$ cat config.mk
export PLATFORM = sky130hd
export DESIGN_NAME = vecAlu
export DESIGN_NICKNAME = d
export VERILOG_FILES = /design/src/design/vecPkg.sv /design/src/design/vecAlu.sv
export SDC_FILE = /design/constraint.sdc
export NUM_CORES = 1
export LEC_CHECK = 0
export BUFFER_PORTS_ARGS = -buffer_cell sky130_fd_sc_hd__buf_4
export CAP_MARGIN = 20
export CELL_PAD_IN_SITES_DETAIL_PLACEMENT = 0
export CELL_PAD_IN_SITES_GLOBAL_PLACEMENT = 1
export CORE_UTILIZATION = 39
export DETAILED_ROUTE_END_ITERATION = 7
export PLACE_DENSITY_LB_ADDON = 0.1
export SLEW_MARGIN = 20
export SYNTH_ARGS = -nofsm -noshare
export SYNTH_HDL_FRONTEND = slang
export SYNTH_SLANG_ARGS = --single-unit
$ cat constraint.sdc
create_clock -name clock -period 6 [get_ports clock]
set_input_delay 0.9 -clock clock [delete_from_list [all_inputs] [get_ports clock]]
set_output_delay 0.9 -clock clock [all_outputs]
set_load 0.02 [all_outputs]
$ cat src/design/vecPkg.sv
/*
  Vector engine shared definitions
  Word, address and length widths, opcode and controller state encodings
*/
package vecPkg;

  // ==========================================================
  // Default widths
  // ==========================================================
  localparam int DATA_W = 32;  // Bits per RAM word
  localparam int ADDR_W = 8;   // 256-word scratchpad
  localparam int LEN_W  = 9;   // Room for a full 256-element run

  typedef logic [DATA_W-1:0] dataT;  // One RAM word
  typedef logic [ADDR_W-1:0] addrT;  // RAM word address
  typedef logic [LEN_W-1:0]  lenT;   // Element count

  // ==========================================================
  // Encodings
  // ==========================================================
  typedef enum logic [1:0] {
    opAdd = 2'd0,
    opSub = 2'd1,
    opXor = 2'd2
  } vecOpT;

  // Controller only
  typedef enum logic [1:0] {
    sIdle  = 2'd0,
    sRun   = 2'd1,
    sDrain = 2'd2,
    sDone  = 2'd3
  } ctrlStateT;

endpackage

$ cat src/design/vecAlu.sv
/*
  Vector ALU
  One registered stage of add, subtract or XOR on two RAM words
*/
`timescale 1ns/1ns
module vecAlu (
  input  logic          clock,
  input  vecPkg::vecOpT op,
  input  vecPkg::dataT  opA,
  input  vecPkg::dataT  opB,
  output vecPkg::dataT  result
);

  import vecPkg::*;

  // ==========================================================
  // Result register
  // ==========================================================
  // op is held by the controller for the whole run,
  // so no per-element opcode pipeline is needed here
  always_ff @(posedge clock) begin
    case (op)
      opAdd: begin
        result <= opA + opB;  // Wraps at word width
      end
      opSub: begin
        result <= opA - opB;  // Two's complement difference
      end
      opXor: begin
        result <= opA ^ opB;
      end
      default: begin
        result <= opA;        // Unused code passes A through
      end
    endcase
  end

endmodule

==> results.yml <==
place:
  place_area_um2: 4730
  gp_congestion: 0.8923
  hpwl_um: 8836
  portBuffers: 98
  dp_cells: 734
final_layout:
  n_fill_cell: 1021
  final_cells: 741
  drive_above_1_share_pct: 19.57
  area_growth_pct: 23.62
  top_register: "result"
  final_util_pct: 49.41
  postLayoutCellArea_um2: 4807
  nets: 708
  largest_reg_flops: 32
  reg_top3: "result (32)"
  antenna_cells: 0
synthesis:
  yosys_warnings: 0
  yosysUniqueCellTypes: 59
  yosysMostFrequentCell: "xnor2_1"
  avgSynthCellArea_um2: 7.450
  synth_edf_count: 0
  synth_top_area_share_pct: 16.47
  synthTopCellsByArea: "dfxtp_1 16%, xnor2_1 13%, ha_1 10%"
  yosys.area.top_type: "dfxtp_1"
  ys_ff_latch: 32
  netlist_area_um2: 3889
  yosysSeqAreaShare_pct: 16.47
  synthTopCellsByCount: "58 x xnor2_1, 51 x nand2_1, 49 x a21oi_1, 35 x nor2_1"
  synth_flop_cell: "dfxtp_1"
  synthArstFlopShare_pct: 0
  synth_cells: 522
  synth_nets: 622
timing:
  worst_pin_slew_ns: 0.5744
  period_share_pct: 92.41
  max_freq_mhz: 180.4
  relSlewSlack_pct: 61.71
  whs_ns: 0.7978
  timing.final.crit_period_ns: 5.545
  slew_violations: 0
  rsz0062_at_grt: "false"
  setup_violations: 0
  hold_violations: 0
  tns_ns: 0
drt:
  drt-vias-per-instance: 5.262
  wl_per_cell_um: 14.95
  firstDrtPassIters: 4
  drc_errors: 0
  totalWireLength_um: 11080
  drt_iter0_drc: 127
  antenna_left: 0
  vias: 3899
setup_path:
  crit_path_end_kind: "flop"
  path_class: "in -> reg"
  slowest_delay_ns: 0.54
  critPathRequiredTime_ns: 6.22
  cp-start-kind: "input port"
  slowest_stage: "or4_4"
  worstPathArrival_ns: 5.76
  crit_chain: "buf_4, or4_4, or4_4, or4_4, or3_4, or4_4, nor4_4, a21oi_1, xnor2_1, ha_1, a21o_1, a211o_1, o21ai_0, mux2i_1, a2bb2oi_1, o221ai_1, o311ai_1, xnor2_1"
  cp_common_cell: "or4_4"
  worst-path-max-fanout: 6
global_routing:
  grt_antenna_before_repair: 0
  grt_pass1_vias: 3650
  grt_overflow: 0
  grt_use_total_pct: 21.82
  grt_pass1_wl_um: 17620
  grt_max_degree: 54
run:
  cap_violations: 0
clocking:
  numCtsBuffers: 5
  cts_resized: 0
  ctsRootBufferMaster: "clkbuf_8"
  cts-htree-levels: 2
  clk_pin_slew_ns: 0.07
  post_cts_buffers: 0
  postCtsHoldBufs: 0
  cts_buffer_depth: 2
  clock-sinks: 32
  cts_tree: "built"
floorplanning:
  dieWidth_um: 101.9
  ios: 99
  start_util_pct: 39.97
  rows: 36
  core_um2: 9729
  fp.dieH_um: 101.9
  fp.dieArea_um2: 10370
min_path:
  hold_path_class: "in -> reg"
  hold_depth: 2
pwr:
  power_density_nw_per_um2: 211.3
  ir_worst_vdd_mv: 0.1011
  leakagePower_nw: 2.140
status:
  outcome: "finished clean"
==> worst max-delay path, delay by kind of cell <==
family / cells / cell delay, ns
multiplexers: 1 / 0.16
XOR/XNOR: 2 / 0.29
adder cells (fa/ha/maj): 1 / 0.35
AO/OA/AOI/OAI: 7 / 1.36
AND/OR/NAND/NOR: 6 / 2.55
buffers and inverters: 1 / 0.13
==> final cells by class <==
| type | count | area, um^2 | area share, % |
|---|---|---|---|
| timing repair buffer | 101 | 758.2 | 15.77 |
| clock buffer | 6 | 72.57 | 1.510 |
| tap | 133 | 166.4 | 3.462 |
| inverter | 14 | 52.55 | 1.093 |
| sequential | 32 | 640.6 | 13.33 |
| clock inverter | 1 | 5.005 | 0.1041 |
| multi-input combinational | 454 | 3112 | 64.73 |
==> where the power goes <==
| group | internal, mW | total [mW] | switching (mW) |
|---|---|---|---|
| clock network | 0.0790 | 0.166 | 0.0871 |
| logic | 0.260 | 0.580 | 0.321 |
| registers | 0.258 | 0.269 | 0.0118 |
==> stage by stage <==
stage | power (mW) | setup slack (ns)
global placement | 0.8479 | 0.3700
CTS | 1.028 | 0.5008
floorplan | 0.6551 | 0.6531
finish | 1.016 | 0.4555
global route | 1.100 | 0.2890
detailed placement | 0.8538 | 0.2015
==> worst paths after layout <==
check                           endpoint  slack (ns)     from
worst max-delay path  result[31]$_DFF_P_        0.46   opB[4]
worst min-delay path  result[31]$_DFF_P_        0.80  opA[31]
==> per-layer routing <==
metal	share of wire, %	global-route usage [%]
met1	47	28.30
met2	48	38.05
met3	3.3	2.873
met4	1.4	5.824
met5	0	0
==> kinds of logic after synthesis <==
family                     synth area share, %
xor gates and xnor gates                 18.69
DFF                                      16.47
muxes                                    1.609
adders and majority gates                10.81
AOI/OAI and AO/OA                        24.42
buffers and inverters                    3.507
and+or+nand+nor                          24.49
==> cell usage in the layout, fill, tap and decap left out, types with 13 or more instances in the layout <==
cell      synthesis  layout
buf_4             0     101
xnor2_1          58      58
nand2_1          51      51
a21oi_1          49      49
nor2_1           35      35
o21ai_0          34      34
nand2b_1         34      34
ha_1             32      32
dfxtp_1          32      32
xor2_1           25      25
a21o_1           22      22
inv_1            13      13
No activity file was read; power rests on OpenSTA's default activity.
