[config.mk]
export PLATFORM = sky130hd
export DESIGN_NAME = vecCtrl
export DESIGN_NICKNAME = d
export VERILOG_FILES = /design/src/design/vecPkg.sv /design/src/design/vecCtrl.sv
export SDC_FILE = /design/constraint.sdc
export NUM_CORES = 1
export LEC_CHECK = 0
export BUFFER_PORTS_ARGS = -buffer_cell sky130_fd_sc_hd__clkbuf_2
export CORE_AREA = 4 4 41 43
export CTS_CLUSTER_DIAMETER = 30
export DETAILED_ROUTE_END_ITERATION = 8
export DIE_AREA = 0 0 45 47
export PLACE_DENSITY = 0.73
export SYNTH_ARGS = -nofsm -noshare
export SYNTH_HDL_FRONTEND = slang
export SYNTH_SLANG_ARGS = --single-unit
[constraint.sdc]
create_clock -name clock -period 4.15 [get_ports clock]
set_clock_uncertainty 0.15 [all_clocks]
set_input_delay 0.2075 -clock clock [delete_from_list [all_inputs] [get_ports clock]]
set_output_delay 0.2075 -clock clock [all_outputs]
set_load 0.005 [all_outputs]
[src/design/vecPkg.sv]
/*
  Vector engine shared definitions
  Word, address and length widths, opcode and controller state encodings
*/
package vecPkg;

  // ==========================================================
  // Default widths
  // ==========================================================
  localparam int DATA_W = 32;  // Bits per RAM word
  localparam int ADDR_W = 8;   // 256-word scratchpad
  localparam int LEN_W  = 9;   // Room for a full 256-element run

  typedef logic [DATA_W-1:0] dataT;  // One RAM word
  typedef logic [ADDR_W-1:0] addrT;  // RAM word address
  typedef logic [LEN_W-1:0]  lenT;   // Element count

  // ==========================================================
  // Encodings
  // ==========================================================
  typedef enum logic [1:0] {
    opAdd = 2'd0,
    opSub = 2'd1,
    opXor = 2'd2
  } vecOpT;

  // Controller only
  typedef enum logic [1:0] {
    sIdle  = 2'd0,
    sRun   = 2'd1,
    sDrain = 2'd2,
    sDone  = 2'd3
  } ctrlStateT;

endpackage

[src/design/vecCtrl.sv]
/*
  Vector engine controller
  Runs idle, run, drain and done states, tracks in-flight elements
  and hands RAM port 1 to the host whenever no command runs
*/
`timescale 1ns/1ns
module vecCtrl (
  input  logic          clock,
  input  logic          rst,
  input  logic          start,
  input  vecPkg::vecOpT opIn,
  input  logic          hostRdEn,
  input  logic          hostWrEn,
  input  vecPkg::addrT  hostAddr,
  input  logic          lastIssue,
  input  vecPkg::addrT  rdAddrB,
  output vecPkg::vecOpT opHeld,
  output logic          load,
  output logic          issue,
  output logic          busy,
  output logic          done,
  output logic          readEnable0,
  output logic          readEnable1,
  output logic          writeEnable0,
  output logic          writeEnable1,
  output vecPkg::addrT  readAddress1
);

  import vecPkg::*;

  ctrlStateT state;
  ctrlStateT stateNext;
  logic      validD1;  // Element in RAM read stage
  logic      validD2;  // Element in ALU stage, written this cycle

  // ==========================================================
  // State machine
  // ==========================================================
  always_comb begin
    stateNext = state;
    case (state)
      sIdle: begin
        if (start) begin
          stateNext = sRun;
        end
      end
      sRun: begin
        if (lastIssue) begin
          stateNext = sDrain;
        end
      end
      sDrain: begin
        if (validD2 && !validD1) begin
          stateNext = sDone;  // Last write lands at this edge
        end
      end
      default: begin
        stateNext = sIdle;    // sDone lasts one cycle
      end
    endcase
  end

  always_ff @(posedge clock) begin
    if (rst) begin
      state   <= sIdle;
      validD1 <= 1'b0;
      validD2 <= 1'b0;
      opHeld  <= opAdd;
    end else begin
      state   <= stateNext;
      validD1 <= issue;
      validD2 <= validD1;
      if (load) begin
        opHeld <= opIn;  // Stable for the whole command
      end
    end
  end

  assign load  = (state == sIdle) && start;  // Start outside idle is dropped
  assign issue = (state == sRun);
  assign busy  = (state == sRun) || (state == sDrain);
  assign done  = (state == sDone);

  // ==========================================================
  // RAM port steering
  // ==========================================================
  assign readEnable0  = issue;
  assign writeEnable0 = validD2;
  assign readEnable1  = busy ? issue : hostRdEn;  // Host gated off while busy
  assign readAddress1 = busy ? rdAddrB : hostAddr;
  assign writeEnable1 = !busy && hostWrEn;

endmodule

==> metrics.txt <==
# TYPE chip_impl_metric gauge
chip_impl_metric{name="grt_first_pass_wirelength",unit="mm"} 1.86
chip_impl_metric{name="initial_core_util",unit="%"} 32.9
chip_impl_metric{name="postCtsHoldBufs",unit=""} 0
chip_impl_metric{name="die_area",unit="mm²"} 0.00212
chip_impl_metric{name="clock_slew_seen_by_the_registers_of_the_worst_setup_and_hold_paths",unit="ns"} 0.05
chip_impl_metric{name="power.static_leakage",unit="nW"} 0.374
chip_impl_metric{name="post-synth-top-area-fraction",unit="%"} 28.1
chip_impl_metric{name="placement_rows",unit=""} 13
chip_impl_metric{name="period_needed",unit="ns"} 2.13
chip_impl_metric{name="clkLatencyLatePin",unit="ns"} 0.24
chip_impl_metric{name="pwr_density_cell",unit="mW/mm²"} 627
chip_impl_metric{name="cts_htree_levels",unit=""} 1
chip_impl_info{name="worst_reg2reg_endpoint",value="state[0]$_SDFFE_PP0P_"} 1
chip_impl_metric{name="totalNegativeSetupSlack",unit="ns"} 0
chip_impl_metric{name="worst_ir_drop_vdd",unit="V"} 0.000364
chip_impl_info{name="synth_top_area_cell",value="dfxtp_1"} 1
chip_impl_metric{name="max_stage_delay",unit="ns"} 0.55
chip_impl_info{name="synth.top_cells.by_area",value="dfxtp_1 28%, mux2_2 24%, ha_1 15%"} 1
chip_impl_metric{name="io_pins",unit=""} 42
chip_impl_metric{name="cts_max_path_bufs",unit=""} 2
chip_impl_info{name="root_buffer",value="clkbuf_4"} 1
chip_impl_metric{name="synth-warning-count",unit=""} 0
chip_impl_metric{name="post-layout-total-power",unit="µW"} 415
chip_impl_metric{name="area_delta_synth_final",unit="%"} 54.7
chip_impl_info{name="worst_hold_path_type",value="input port to register"} 1
chip_impl_metric{name="placeableCoreArea",unit="mm²"} 0.00130
chip_impl_metric{name="synth_sequential_area_ratio",unit="%"} 28.1
chip_impl_metric{name="final_net_count",unit=""} 119
chip_impl_metric{name="drv.max_cap_violation_count",unit=""} 0
chip_impl_metric{name="timing.final.setup_violations",unit=""} 0
chip_impl_metric{name="die_width",unit="µm"} 45
chip_impl_metric{name="drc_violations_left",unit=""} 0
chip_impl_metric{name="ctsResizeCount",unit=""} 0
chip_impl_metric{name="timing.slew.headroom",unit="%"} 69.8
chip_impl_metric{name="tightest_slew",unit="ns"} 0.454
chip_impl_metric{name="synth_cells",unit=""} 46
chip_impl_metric{name="routed-via-count",unit=""} 484
chip_impl_metric{name="worst_ep_arrival",unit="ns"} 1.78
chip_impl_metric{name="vias_per_cell",unit=""} 4.70
chip_impl_metric{name="post_synth.cell_area_avg",unit="µm²"} 9.30
chip_impl_metric{name="postRouteWirelength",unit="mm"} 1.10
chip_impl_metric{name="worst_reg2reg_path_depth",unit=""} 4
chip_impl_metric{name="synth.ff_latch_count",unit=""} 6
chip_impl_info{name="slowest_stage",value="ha_1"} 1
chip_impl_metric{name="final.period_utilization",unit="%"} 51.4
chip_impl_metric{name="cts.sink_count",unit=""} 6
chip_impl_metric{name="internal_power",unit="µW"} 257
chip_impl_metric{name="final_max_slew_viol_count",unit=""} 0
chip_impl_metric{name="first_iter_violations",unit=""} 7
chip_impl_metric{name="mapped_area",unit="µm²"} 428
chip_impl_info{name="synthFlopType",value="dfxtp_1"} 1
chip_impl_metric{name="power.switching",unit="µW"} 158
chip_impl_metric{name="critical_path.max_fanout",unit=""} 12
chip_impl_metric{name="number_of_i_o_port_buffers",unit=""} 41
chip_impl_metric{name="dpl.hpwl",unit="µm"} 985
chip_impl_info{name="critPathKind",value="register to output port"} 1
chip_impl_info{name="worstHoldStart",value="opIn[1]"} 1
chip_impl_metric{name="grtUsageTotal",unit="%"} 12.3
chip_impl_info{name="timing.critical_path.to",value="readEnable1"} 1
chip_impl_metric{name="fp.dieH",unit="µm"} 47
chip_impl_info{name="worstReg2RegStart",value="state[0]$_SDFFE_PP0P_"} 1
chip_impl_metric{name="route.detailed.wl_per_inst",unit="µm"} 10.7
chip_impl_metric{name="initial_antenna_violation_count",unit=""} 0
chip_impl_metric{name="yosys.cell_types.count",unit=""} 16
chip_impl_metric{name="grt_max_degree",unit=""} 13
chip_impl_info{name="cp-end-kind",value="output port"} 1
chip_impl_info{name="cts_tree",value="yes"} 1
chip_impl_metric{name="max_clock_freq",unit="MHz"} 469
chip_impl_metric{name="postCtsSetupBuffers",unit=""} 0
chip_impl_metric{name="pwr-share-seq",unit="%"} 21.2
chip_impl_info{name="critical_path.startpoint_type",value="register"} 1
chip_impl_metric{name="synthesis.nets",unit=""} 75
chip_impl_metric{name="antenna_cells",unit=""} 0
chip_impl_metric{name="first_global_vias",unit=""} 498
chip_impl_info{name="critPathLaunch",value="state[0]$_SDFFE_PP0P_"} 1
chip_impl_metric{name="drt-pass1-iter-count",unit=""} 4
chip_impl_metric{name="clockPowerShare",unit="%"} 12.8
chip_impl_metric{name="power_switching_share",unit="%"} 38.1
chip_impl_metric{name="async_flop_share",unit="%"} 0
chip_impl_metric{name="critPathRequiredTime",unit="ns"} 3.79
chip_impl_metric{name="post_route_cells_drive_above_1_share",unit="%"} 60.2
chip_impl_info{name="most_common_library_cell_in_the_layout_ignoring_fill_and_taps",value="clkbuf_2"} 1
chip_impl_metric{name="post_synth_edffs",unit=""} 0
chip_impl_metric{name="place.gp.congestion",unit=""} 0.684
chip_impl_metric{name="numCtsBuffers",unit=""} 3
chip_impl_info{name="mostFrequentLayoutCells",value="41 x clkbuf_2, 9 x mux2_2, 6 x dfxtp_1"} 1
chip_impl_metric{name="hold_viol_final",unit=""} 0
chip_impl_metric{name="combPwrFrac",unit="%"} 66.1
chip_impl_info{name="grt_setup_unrepaired",value="false"} 1
chip_impl_metric{name="grt_overflow_total",unit=""} 0
chip_impl_info{name="result_of_the_run",value="finished clean"} 1
chip_impl_metric{name="reg2reg_slack",unit="ns"} 2.29
chip_impl_metric{name="post_drt_antenna_nets",unit=""} 0
chip_impl_info{name="path_cells",value="inv_1 > ha_1 > mux2_2 > clkbuf_2"} 1
worst min path at each step:
stage	end	depth (start not counted)
6_report	opHeld[1]$_SDFFE_PP0P_	3
3_5_place_dp	opHeld[1]$_SDFFE_PP0P_	2
3_3_place_gp	writeEnable0$_SDFF_PP0_	1
4_1_cts	opHeld[0]$_SDFFE_PP0P_	3
2_1_floorplan	opHeld[0]$_SDFFE_PP0P_	1
5_1_grt	opHeld[1]$_SDFFE_PP0P_	3
layout make-up:
cell class / instances / area [µm²]
multi-input cells: 33 / 277
repair buffers: 41 / 205
fillers: 133 / 639
flip-flops and latches: 6 / 120
well taps: 15 / 18.8
clock buffers: 3 / 22.5
inverters: 5 / 18.8
power groups by stage:
stage	clock, mW	sequential, mW	combinational, mW
floorplan	0	0.0864	0.184
global placement	0	0.0873	0.274
detailed placement	0	0.0889	0.279
CTS	0.0569	0.0880	0.280
global route	0.0603	0.0908	0.309
finish	0.0529	0.0878	0.274
registers in the layout, summed over array words and instances, names as in the netlist:
| register | flops |
|---|---|
| opHeld | 2 |
| validD1 | 1 |
| state | 2 |
| writeEnable0 | 1 |
metal layers:
metal  GRT usage, %  share of wire (%)
met4           7.02                  0
met5              0                  0
met2           20.3                 40
met1           13.5                 44
met3           4.60                 16
critical path: cells and delay by family (launching register included):
family                     cells  cell delay [ns]
adders and majority gates      1             0.55
DFF                            1             0.39
muxes                          1             0.38
buffers and inverters          2             0.22
stage by stage:
| stage | hold slack (ns) | worst slack, ns | cells | util (%) | instance area (µm²) |
|---|---|---|---|---|---|
| finish | 0.0495 | 2.02 | 103 | 50.9 | 662 |
| global route | 0.0557 | 1.90 | 103 | 50.9 | 662 |
| CTS | 0.0447 | 1.99 | 103 | 50.9 | 662 |
| detailed placement | 0.301 | 2.27 | 100 | 49.1 | 639 |
| global placement | 0.283 | 2.29 | 100 | 49.1 | 639 |
| floorplan | 0.127 | 2.44 | 46 | - | 428 |
synthesized netlist by cell type, types with 2 or more instances:
cell      n
a21oi_1   2
ha_1      5
nand3_1   2
nor2b_1   3
dfxtp_1   6
inv_1     5
nand2_1   3
nand2b_1  3
mux2_2    9
nor2_1    2
cells by family after synthesis:
kind of cell	Yosys count	share of synthesized area (%)
flip-flops	6	28.1
adder cells (fa/ha/maj)	5	14.6
AO/OA/AOI/OAI	3	4.68
AND/OR/NAND/NOR	14	16.7
buffers and inverters	7	7.31
multiplexers	11	28.7
No activity file was read; power rests on OpenSTA's default activity.
