`src/design/vecPkg.sv`:
```
/*
  Vector engine shared definitions
  Word, address and length widths, opcode and controller state encodings
*/
package vecPkg;

  // ==========================================================
  // Default widths
  // ==========================================================
  localparam int DATA_W = 32;  // Bits per RAM word
  localparam int ADDR_W = 8;   // 256-word scratchpad
  localparam int LEN_W  = 9;   // Room for a full 256-element run

  typedef logic [DATA_W-1:0] dataT;  // One RAM word
  typedef logic [ADDR_W-1:0] addrT;  // RAM word address
  typedef logic [LEN_W-1:0]  lenT;   // Element count

  // ==========================================================
  // Encodings
  // ==========================================================
  typedef enum logic [1:0] {
    opAdd = 2'd0,
    opSub = 2'd1,
    opXor = 2'd2
  } vecOpT;

  // Controller only
  typedef enum logic [1:0] {
    sIdle  = 2'd0,
    sRun   = 2'd1,
    sDrain = 2'd2,
    sDone  = 2'd3
  } ctrlStateT;

endpackage

```
`src/design/vecAddrGen.sv`:
```
/*
  Vector address generator
  Steps the A, B and destination addresses once per issued element
  and delays the destination two cycles to line up with the ALU result
*/
`timescale 1ns/1ns
module vecAddrGen (
  input  logic         clock,
  input  logic         rst,
  input  logic         load,
  input  logic         issue,
  input  vecPkg::addrT baseA,
  input  vecPkg::addrT baseB,
  input  vecPkg::addrT baseDst,
  input  vecPkg::lenT  len,
  output vecPkg::addrT rdAddrA,
  output vecPkg::addrT rdAddrB,
  output vecPkg::addrT wrAddr,
  output logic         lastIssue
);

  import vecPkg::*;

  lenT  count;    // Elements issued so far
  lenT  lenHeld;  // Run length of the current command
  addrT dstAddr;  // Destination of the element now being read
  addrT dstDly;   // One cycle behind dstAddr

  // ==========================================================
  // Element counter
  // ==========================================================
  always_ff @(posedge clock) begin
    if (rst) begin
      count <= '0;
    end else if (load) begin
      count <= '0;
    end else if (issue) begin
      count <= count + lenT'(1);
    end
  end

  always_ff @(posedge clock) begin
    if (load) begin
      lenHeld <= len;
    end
  end

  assign lastIssue = (count == lenHeld - lenT'(1));  // Final element this cycle

  // ==========================================================
  // Address stepping
  // ==========================================================
  always_ff @(posedge clock) begin
    if (load) begin
      rdAddrA <= baseA;
      rdAddrB <= baseB;
      dstAddr <= baseDst;
    end else if (issue) begin
      rdAddrA <= rdAddrA + addrT'(1);  // Wraps modulo RAM depth
      rdAddrB <= rdAddrB + addrT'(1);
      dstAddr <= dstAddr + addrT'(1);
    end
  end

  // RAM read stage then ALU stage
  always_ff @(posedge clock) begin
    dstDly <= dstAddr;
    wrAddr <= dstDly;
  end

endmodule

```
`config.mk`:
```
export PLATFORM = sky130hd
export DESIGN_NAME = vecAddrGen
export DESIGN_NICKNAME = d
export VERILOG_FILES = /design/src/design/vecPkg.sv /design/src/design/vecAddrGen.sv
export SDC_FILE = /design/constraint.sdc
export NUM_CORES = 1
export LEC_CHECK = 0
export CAP_MARGIN = 20
export CORE_MARGIN = 4
export CORE_UTILIZATION = 55
export CTS_BUF_LIST = sky130_fd_sc_hd__clkbuf_16
export DETAILED_ROUTE_END_ITERATION = 10
export DONT_BUFFER_PORTS = 1
export GPL_TIMING_DRIVEN = 0
export PLACE_DENSITY_LB_ADDON = 0.1
export SLEW_MARGIN = 20
export SYNTH_ARGS = -nofsm -noshare
export SYNTH_HDL_FRONTEND = slang
export SYNTH_SLANG_ARGS = --single-unit
```
`constraint.sdc`:
```
create_clock -name clock -period 4.6 [get_ports clock]
set_clock_uncertainty 0.05 [all_clocks]
set_input_delay 0.92 -clock clock [delete_from_list [all_inputs] [get_ports clock]]
set_output_delay 0.92 -clock clock [all_outputs]
set_load 0.01 [all_outputs]
```
==> results of run 1 <==
[Yosys cell counts, drive strengths merged (6+ instances only)]
library cell	instances
dfxtp	25
o21ai	25
and3	6
nand2	24
edfxtp	33
nand3	16
xor2	17
xnor2	18
clkbuf	8
nor2	12
[report_power, final]
part / switching (mW) / internal [mW] / leakage (nW)
sequential: 0.0593 / 0.612 / 0.545
combinational: 0.0486 / 0.0464 / 0.352
clock: 0.202 / 0.351 / 0.134
total: 0.310 / 1.01 / 1.03
[final timing paths]
path | start | end | depth (start not counted)
worst max-delay path | lenHeld[0] | lastIssue | 8
worst max register to register | rdAddrA[0] | rdAddrA[4] | 4
worst min-delay path | dstDly[6] | wrAddr[6] | 0
worst min register to register | dstDly[6] | wrAddr[6] | 0
[flip-flops by register name, summed over array words and instances (netlist names)]
name / count
rdAddrB: 8
rdAddrA: 8
dstDly: 8
count: 9
wrAddr: 8
lenHeld: 9
dstAddr: 8
[cell usage in the layout (no fill, tap or decap), types with 2 or more instances in the layout]
cell,n
nor2_1,12
xnor2_1,18
clkinv_1,3
xor2_1,17
mux2_2,3
nor2b_1,3
nor3_1,3
edfxtp_1,33
nand4_1,5
o21ai_0,25
nand3_1,16
clkbuf_16,9
clkinv_2,2
nand2_1,24
a31oi_1,2
and3_1,6
inv_1,4
clkbuf_1,8
or2_2,2
or3_1,3
a21oi_1,4
dfxtp_1,25
ha_1,5
[layer usage]
layer / routed length (µm) / global-route usage, % / share of wire, %
met1: 2020 / 22.0 / 40
met2: 2640 / 31.7 / 53
met3: 278 / 6.20 / 5.6
met4: 61 / 10.9 / 1.2
met5: 0 / 0 / 0
[logic make-up after synthesis]
family	count (synthesis)	synth area share (%)
adders and majority gates	5	2.47
and+or+nand+nor	78	15.6
AOI/OAI and AO/OA	34	7.16
muxes	4	1.73
buffers and inverters	12	2.12
DFF	58	58.8
xor gates and xnor gates	35	12.1
[layout make-up]
cell class                 count  area share, %
tap                           52           2.28
clock inverter                 7           1.01
multi-input combinational    156           34.7
buffer                        10           1.62
sequential                    58           52.3
inverter                       2          0.263
clock buffer                   9           7.89
[stage by stage]
| step | hold slack (ps) | setup WS (ps) | area [µm²] |
|---|---|---|---|
| 3_3_place_gp | 262 | 1860 | 2600 |
| 3_5_place_dp | 264 | 1810 | 2600 |
| 4_1_cts | 275 | 1470 | 2850 |
| 2_1_floorplan | 260 | 2000 | 2530 |
| 5_1_grt | 287 | 1340 | 2850 |
| 6_report | 275 | 1540 | 2850 |
==> results.cfg, run 1 <==
[clock_tree]
cts_made_buffers = 9
root_buffer = clkbuf_16
hold_buffers = 0
cts_tree = built
h-tree-depth = 3
clk_path_buf_depth = 2
clkSinkCount = 58
cts_setup_buffers = 0
clock_latency_ps = 310
cts_resized = 0
clkTransAtPathRegs_ps = 50

[drt]
vias = 1663
drt_iter0_drc = 83
viasPerCell = 5.66
drc_errors = 0
wl_mm = 5.01
postRouteAntennaNets = 0
drtPass1Iterations = 4
wl_per_cell_um = 17.0

[floorplanning]
die_w_um = 75.9
num_rows = 24
io_pins = 62
die_y_um = 75.9
start_util_pct = 57.4
core_area_mm2 = 0.00441
die-area_mm2 = 0.00576

[final_layout]
layout.nets = 279
fin_cells = 294
multi_input_area_um2 = 990
n_antenna_cell = 0
utilization_pct = 64.7
syn_to_final_growth_pct = 12.6
layout-drive-gt1-share_pct = 8.68
layout.area.seq_mm2 = 0.00149
fillers = 349

[sta]
rsz0062_at_grt = false
fin_tns_setup_ps = 0
drv_slew = 0
max_freq_mhz = 326
period_share_pct = 66.6
period_needed_ps = 3060
max_slew_margin_pct = 64.0
worst_slew_pin_slew_ps = 539
hold_viol = 0
finalSetupViolCount = 0

[synth]
netlist.area_leader.share_pct = 39.1
yosys-top-cells-area = edfxtp_1, dfxtp_1, xnor2_1
synth.net_count = 268
synthFlopType = edfxtp_1
synth_top_area_cell = edfxtp_1
postSynth.asyncResetShare_pct = 0
ys_ff_latch = 58
netlist_area_mm2 = 0.00253
synth-edff-count = 33
yosysWarnings = 0
syn_area_per_cell_um2 = 11.2
synthDistinctLibCells = 30
synth_seq_area_share_pct = 58.8
syn_inst = 226

[place]
port_buffers = 0
dp_hpwl_mm = 3.69
dp.cells = 278
finalWeightedCongestion = 0.827

[worst_setup_path]
path_buf_inv = 2
cp.arrival_ps = 2090
cp_top_family = simple AND/OR/NAND/NOR gates
cpMaxStageDelayCell = edfxtp_1
cp_slowest_stage_delay_ps = 430
required_ps = 3630
crit_path_cell_trace = inv_1 > ha_1 > buf_6 > nor2b_1 > or3_1 > a31oi_1 > nand4_1 > a21oi_2
ff2ff_setup_slack_ps = 3120
path_class = flip-flop to output port
cp_max_fo = 9
end_kind = output port
start_kind = flip-flop

[grt]
antenna_found_initial = 0
overflow = 0
grt_pass1_vias = 1694
gr-usage-all-layers_pct = 19.3
grt_max_degree = 25
grt_pass1_wl_mm = 7.99

[power]
ir_worst_vdd_uv = 239
leakagePower_nw = 1.03
power_mw = 1.32
p_per_area_mw_per_mm2 = 462

[worst_hold_path]
hold_class = flip-flop to flip-flop

[run_status]
status = finished, final reports clean

[run]
cap_violations = 0
Power figures use the tool's default switching activity.
==> inputs of run 2 (changes only) <==
clock period = 2.7 ns   (was 4.6 ns; I/O delays follow)
==> results.cfg, run 2 (synthesis results as in run 1) <==
[run_status]
status = finished, final reports clean

[sta]
fin_tns_setup_ps = 0
period_needed_ps = 2570
max_freq_mhz = 388
drv_slew = 0
hold_viol = 0
finalSetupViolCount = 0
max_slew_margin_pct = 64.0
fin_ws_ps = 125
period_share_pct = 95.4
worst_slew_pin_slew_ps = 539

[worst_setup_path]
crit_end = lastIssue
path_class = flip-flop to output port
end_kind = output port
required_ps = 2110
start_kind = flip-flop
reg2regPathDepth = 4
ff2ff_setup_slack_ps = 1230
cp_max_fo = 9
cp.arrival_ps = 1980
startpoint = lenHeld[1]
r2r-start = rdAddrA[0]
r2r-end = rdAddrA[4]

[floorplanning]
core_area_mm2 = 0.00441
io_pins = 62
num_rows = 24
die_y_um = 75.9
die-area_mm2 = 0.00576
die_w_um = 75.9
start_util_pct = 57.4

[grt]
grt_max_degree = 25
grt_pass1_wl_mm = 8.02
gr-usage-all-layers_pct = 19.3
antenna_found_initial = 0
grt_pass1_vias = 1700
overflow = 0

[place]
finalWeightedCongestion = 0.827
pre_cts_ws_ps = 288
port_buffers = 0
dp_hpwl_mm = 3.69

[drt]
drc_errors = 0
dr_wl_met3_um = 295
drtPass1Iterations = 4
dr.max_layer_used = met4
wl_met2_mm = 2.71
wl_per_cell_um = 17.1
viasPerCell = 5.68
drt_iter0_drc = 84
wl_mm = 5.09
vias = 1686
postRouteAntennaNets = 0
drt-met1-wl_mm = 2.03

[final_layout]
syn_to_final_growth_pct = 13.6
layout.nets = 282
layout-drive-gt1-share_pct = 10.2
fillers = 346
n_antenna_cell = 0
final_common_cell = edfxtp_1
reg.largest.list = count x9, lenHeld x9
final_cell_mix = edfxtp_1, o21ai_0, dfxtp_1

[clock_tree]
clock_latency_ps = 310
cts_made_buffers = 9
hold_buffers = 0
cts_tree = built
root_buffer = clkbuf_16
clk_path_buf_depth = 2
h-tree-depth = 3
clkSinkCount = 58
clkTransAtPathRegs_ps = 50

[power]
leakagePower_nw = 1.04
p_per_area_mw_per_mm2 = 784
power_mw = 2.26
ir_worst_vdd_uv = 408

[run]
cap_violations = 0

[worst_hold_path]
hold_class = input port to flip-flop
==> run 2: cell types whose count changed in the layout (fill, tap and decap cells not counted), sizes merged <==
| cell | delta |
|---|---|
| buf | +3 |
==> run 2: metrics by stage <==
stage	area (µm²)	instances	utilization [%]	hold slack, ps
after floorplan	2530	226	-	260
after global placement	2600	278	58.9	262
after detailed placement	2600	278	58.9	264
after CTS	2860	295	64.8	260
after global routing	2880	297	65.2	258
final	2880	297	65.2	269
==> run 2: worst min-delay path by stage <==
stage,startpoint,endpoint,slack [ps],cells after the start
2_1_floorplan,dstDly[0],wrAddr[0],260,0
3_3_place_gp,dstDly[3],wrAddr[3],260,0
6_report,len[8],lenHeld[8],270,0
3_5_place_dp,dstDly[7],wrAddr[7],260,0
4_1_cts,len[5],lenHeld[5],260,0
5_1_grt,len[8],lenHeld[8],260,0
==> run 2: critical path, cell delays in order, from the launching register on <==
cell and delay, ps:
edfxtp_1 430, inv_1 90, ha_2 170, buf_6 120, nor2b_1 50, or3_1 330, a31oi_1 150, nand4_1 140
a21oi_2 180
==> run 2: metal layers <==
layer,vias up,GRT usage [%]
li1,829,-
met1,807,22.0
met2,43,31.9
met3,7,6.20
met4,0,10.9
met5,-,0
==> run 2: repair_timing <==
item                                    in CTS  in global routing
pin swaps                                    0                  3
gates resized for setup                      0                  1
endpoints found under the setup margin       1                  1
setup buffers                                1                  2
gates cloned                                 0                  0
==> run 2: final cells by class <==
cell class | instances | area (µm²) | area share (%)
well taps | 52 | 65.1 | 2.26
inverters | 2 | 7.51 | 0.261
flip-flops and latches | 58 | 1490 | 51.8
clock inverters | 7 | 28.8 | 1.00
multi-input cells | 156 | 992 | 34.5
repair buffers | 3 | 22.5 | 0.782
plain buffers | 10 | 46.3 | 1.61
clock buffers | 9 | 225 | 7.82
==> run 2: report_power, final <==
group          internal [mW]  leakage, nW  switching [mW]
Clock                  0.597        0.134           0.349
Combinational         0.0835        0.365          0.0852
Sequential              1.04        0.545           0.101
==> inputs of run 3 (changes only) <==
ABC_AREA = 1   (was not set)
==> results.cfg, run 3 <==
[run_status]
status = finished, final reports clean

[drt]
drc_errors = 0
wl_mm = 5.04
vias = 1889
postRouteAntennaNets = 0
viasPerCell = 5.26
drtPass1Iterations = 4
wl_per_cell_um = 14.0
drt_iter0_drc = 115

[final_layout]
n_antenna_cell = 0
final_common_cell = nand2_1
design_area_mm2 = 0.00296
layout.nets = 344
final_cell_mix = nand2_1, edfxtp_1, nor2_1
reg.largest.list = count x9, lenHeld x9
layout-drive-gt1-share_pct = 10.4
syn_to_final_growth_pct = 13.2

[sta]
fin_tns_setup_ps = 0
drv_slew = 0
rsz0062_at_grt = false
worst_slew_pin_slew_ps = 1000
finalSetupViolCount = 0
max_freq_mhz = 406
max_slew_margin_pct = 33.1
fin_hold_ws_ps = 264
hold_viol = 0
period_needed_ps = 2460
period_share_pct = 91.3

[place]
dp_hpwl_mm = 3.60
detailed_place.area_mm2 = 0.00268
finalWeightedCongestion = 0.787
port_buffers = 0

[synth]
synth_seq_area_share_pct = 57.1
synthTopCellsByCount = nand2_1, edfxtp_1, nor2_1
synthFlopType = edfxtp_1
netlist_area_mm2 = 0.00261
netlist.area_leader.share_pct = 37.9
yosys-top-cells-area = edfxtp_1, dfxtp_1, nand2_1
synthDistinctLibCells = 27
postSynth.asyncResetShare_pct = 0
syn_inst = 291
yosysMostFrequentCell = nand2_1
synth-edff-count = 33
syn_area_per_cell_um2 = 8.97
ys_ff_latch = 58
synth_top_area_cell = edfxtp_1
synth.net_count = 333
yosysWarnings = 0

[clock_tree]
clock_latency_ps = 320
root_buffer = clkbuf_16
clk_path_buf_depth = 2
clkSinkCount = 58
cts_setup_buffers = 0
cts_resized = 0
h-tree-depth = 3
cts_tree = built
cts_made_buffers = 9
clkTransAtPathRegs_ps = 50
hold_buffers = 0

[worst_setup_path]
cp_max_fo = 3
ff2ff_setup_slack_ps = 1140
cp.arrival_ps = 1870
startpoint = lenHeld[0]
crit_end = lastIssue
reg2regPathDepth = 6
end_kind = output port
r2r-start = rdAddrA[0]
r2r-end = rdAddrA[6]
path_class = flip-flop to output port
required_ps = 2110
start_kind = flip-flop

[floorplanning]
start_util_pct = 58.4
core_area_mm2 = 0.00447
io_pins = 62
num_rows = 24
die_w_um = 76.9
die_y_um = 76.9
die-area_mm2 = 0.00591

[run]
cap_violations = 0

[grt]
grt_max_degree = 25
antenna_found_initial = 0
overflow = 0
grt_pass1_wl_mm = 8.60
gr-usage-all-layers_pct = 18.9
grt_pass1_vias = 1846

[power]
ir_worst_vdd_uv = 441
p_per_area_mw_per_mm2 = 787
leakagePower_nw = 1.23

[worst_hold_path]
hold_class = input port to flip-flop
==> run 3: power breakdown <==
part / internal [mW] / switching [mW] / leakage [nW]
sequential: 1.04 / 0.0871 / 0.544
combinational: 0.0580 / 0.0920 / 0.537
clock: 0.693 / 0.360 / 0.148
==> run 3: area by class of cell <==
cell class | instances | area, µm²
Buffer | 5 | 21.3
Clock buffer | 9 | 225
Clock inverter | 7 | 53.8
Fill cell | 365 | 1520
Inverter | 24 | 90.1
Multi-Input combinational cell | 204 | 1010
Sequential cell | 58 | 1490
Tap cell | 52 | 65.1
==> run 3: stage by stage <==
stage / power, mW / setup slack [ps] / util [%] / instances
global route: 2.44 / 59.5 / 66.1 / 359
CTS: 2.35 / 224 / 66.1 / 359
global placement: 1.28 / 360 / 59.8 / 343
floorplan: 1.24 / 732 / - / 291
finish: 2.33 / 236 / 66.1 / 359
detailed placement: 1.29 / 356 / 59.8 / 343
==> run 3: critical path: stages, from the launching register on <==
cell      delay (ps)
edfxtp_1         420
inv_2            100
ha_1             240
nand2_1           70
inv_1             30
nor2_1            70
nand2_1           50
nor2_1           100
nand2_1           50
nor2_1           110
nand4_1           90
nor2_1           220
==> run 3: layer usage <==
metal,wire length (µm),track usage (%)
met5,0,0
met4,65,6.16
met3,480,9.60
met2,2370,29.9
met1,2120,22.3
==> run 3: worst min-delay path by stage <==
stage               startpoint         end  slack (ps)  depth (start not counted)
floorplan            dstDly[0]   wrAddr[0]         260                          0
global placement     dstDly[7]   wrAddr[7]         260                          0
detailed placement   dstDly[3]   wrAddr[3]         260                          0
CTS                     len[4]  lenHeld[4]         250                          0
global route            len[4]  lenHeld[4]         250                          0
finish                  len[4]  lenHeld[4]         260                          0
==> run 3: logic make-up after synthesis <==
family | Yosys count | share of synthesized area, %
flip-flops | 58 | 57.1
AND/OR/NAND/NOR | 153 | 25.6
AO/OA/AOI/OAI | 35 | 6.90
XOR/XNOR | 11 | 3.69
buffers and inverters | 29 | 4.26
adder cells (fa/ha/maj) | 5 | 2.40
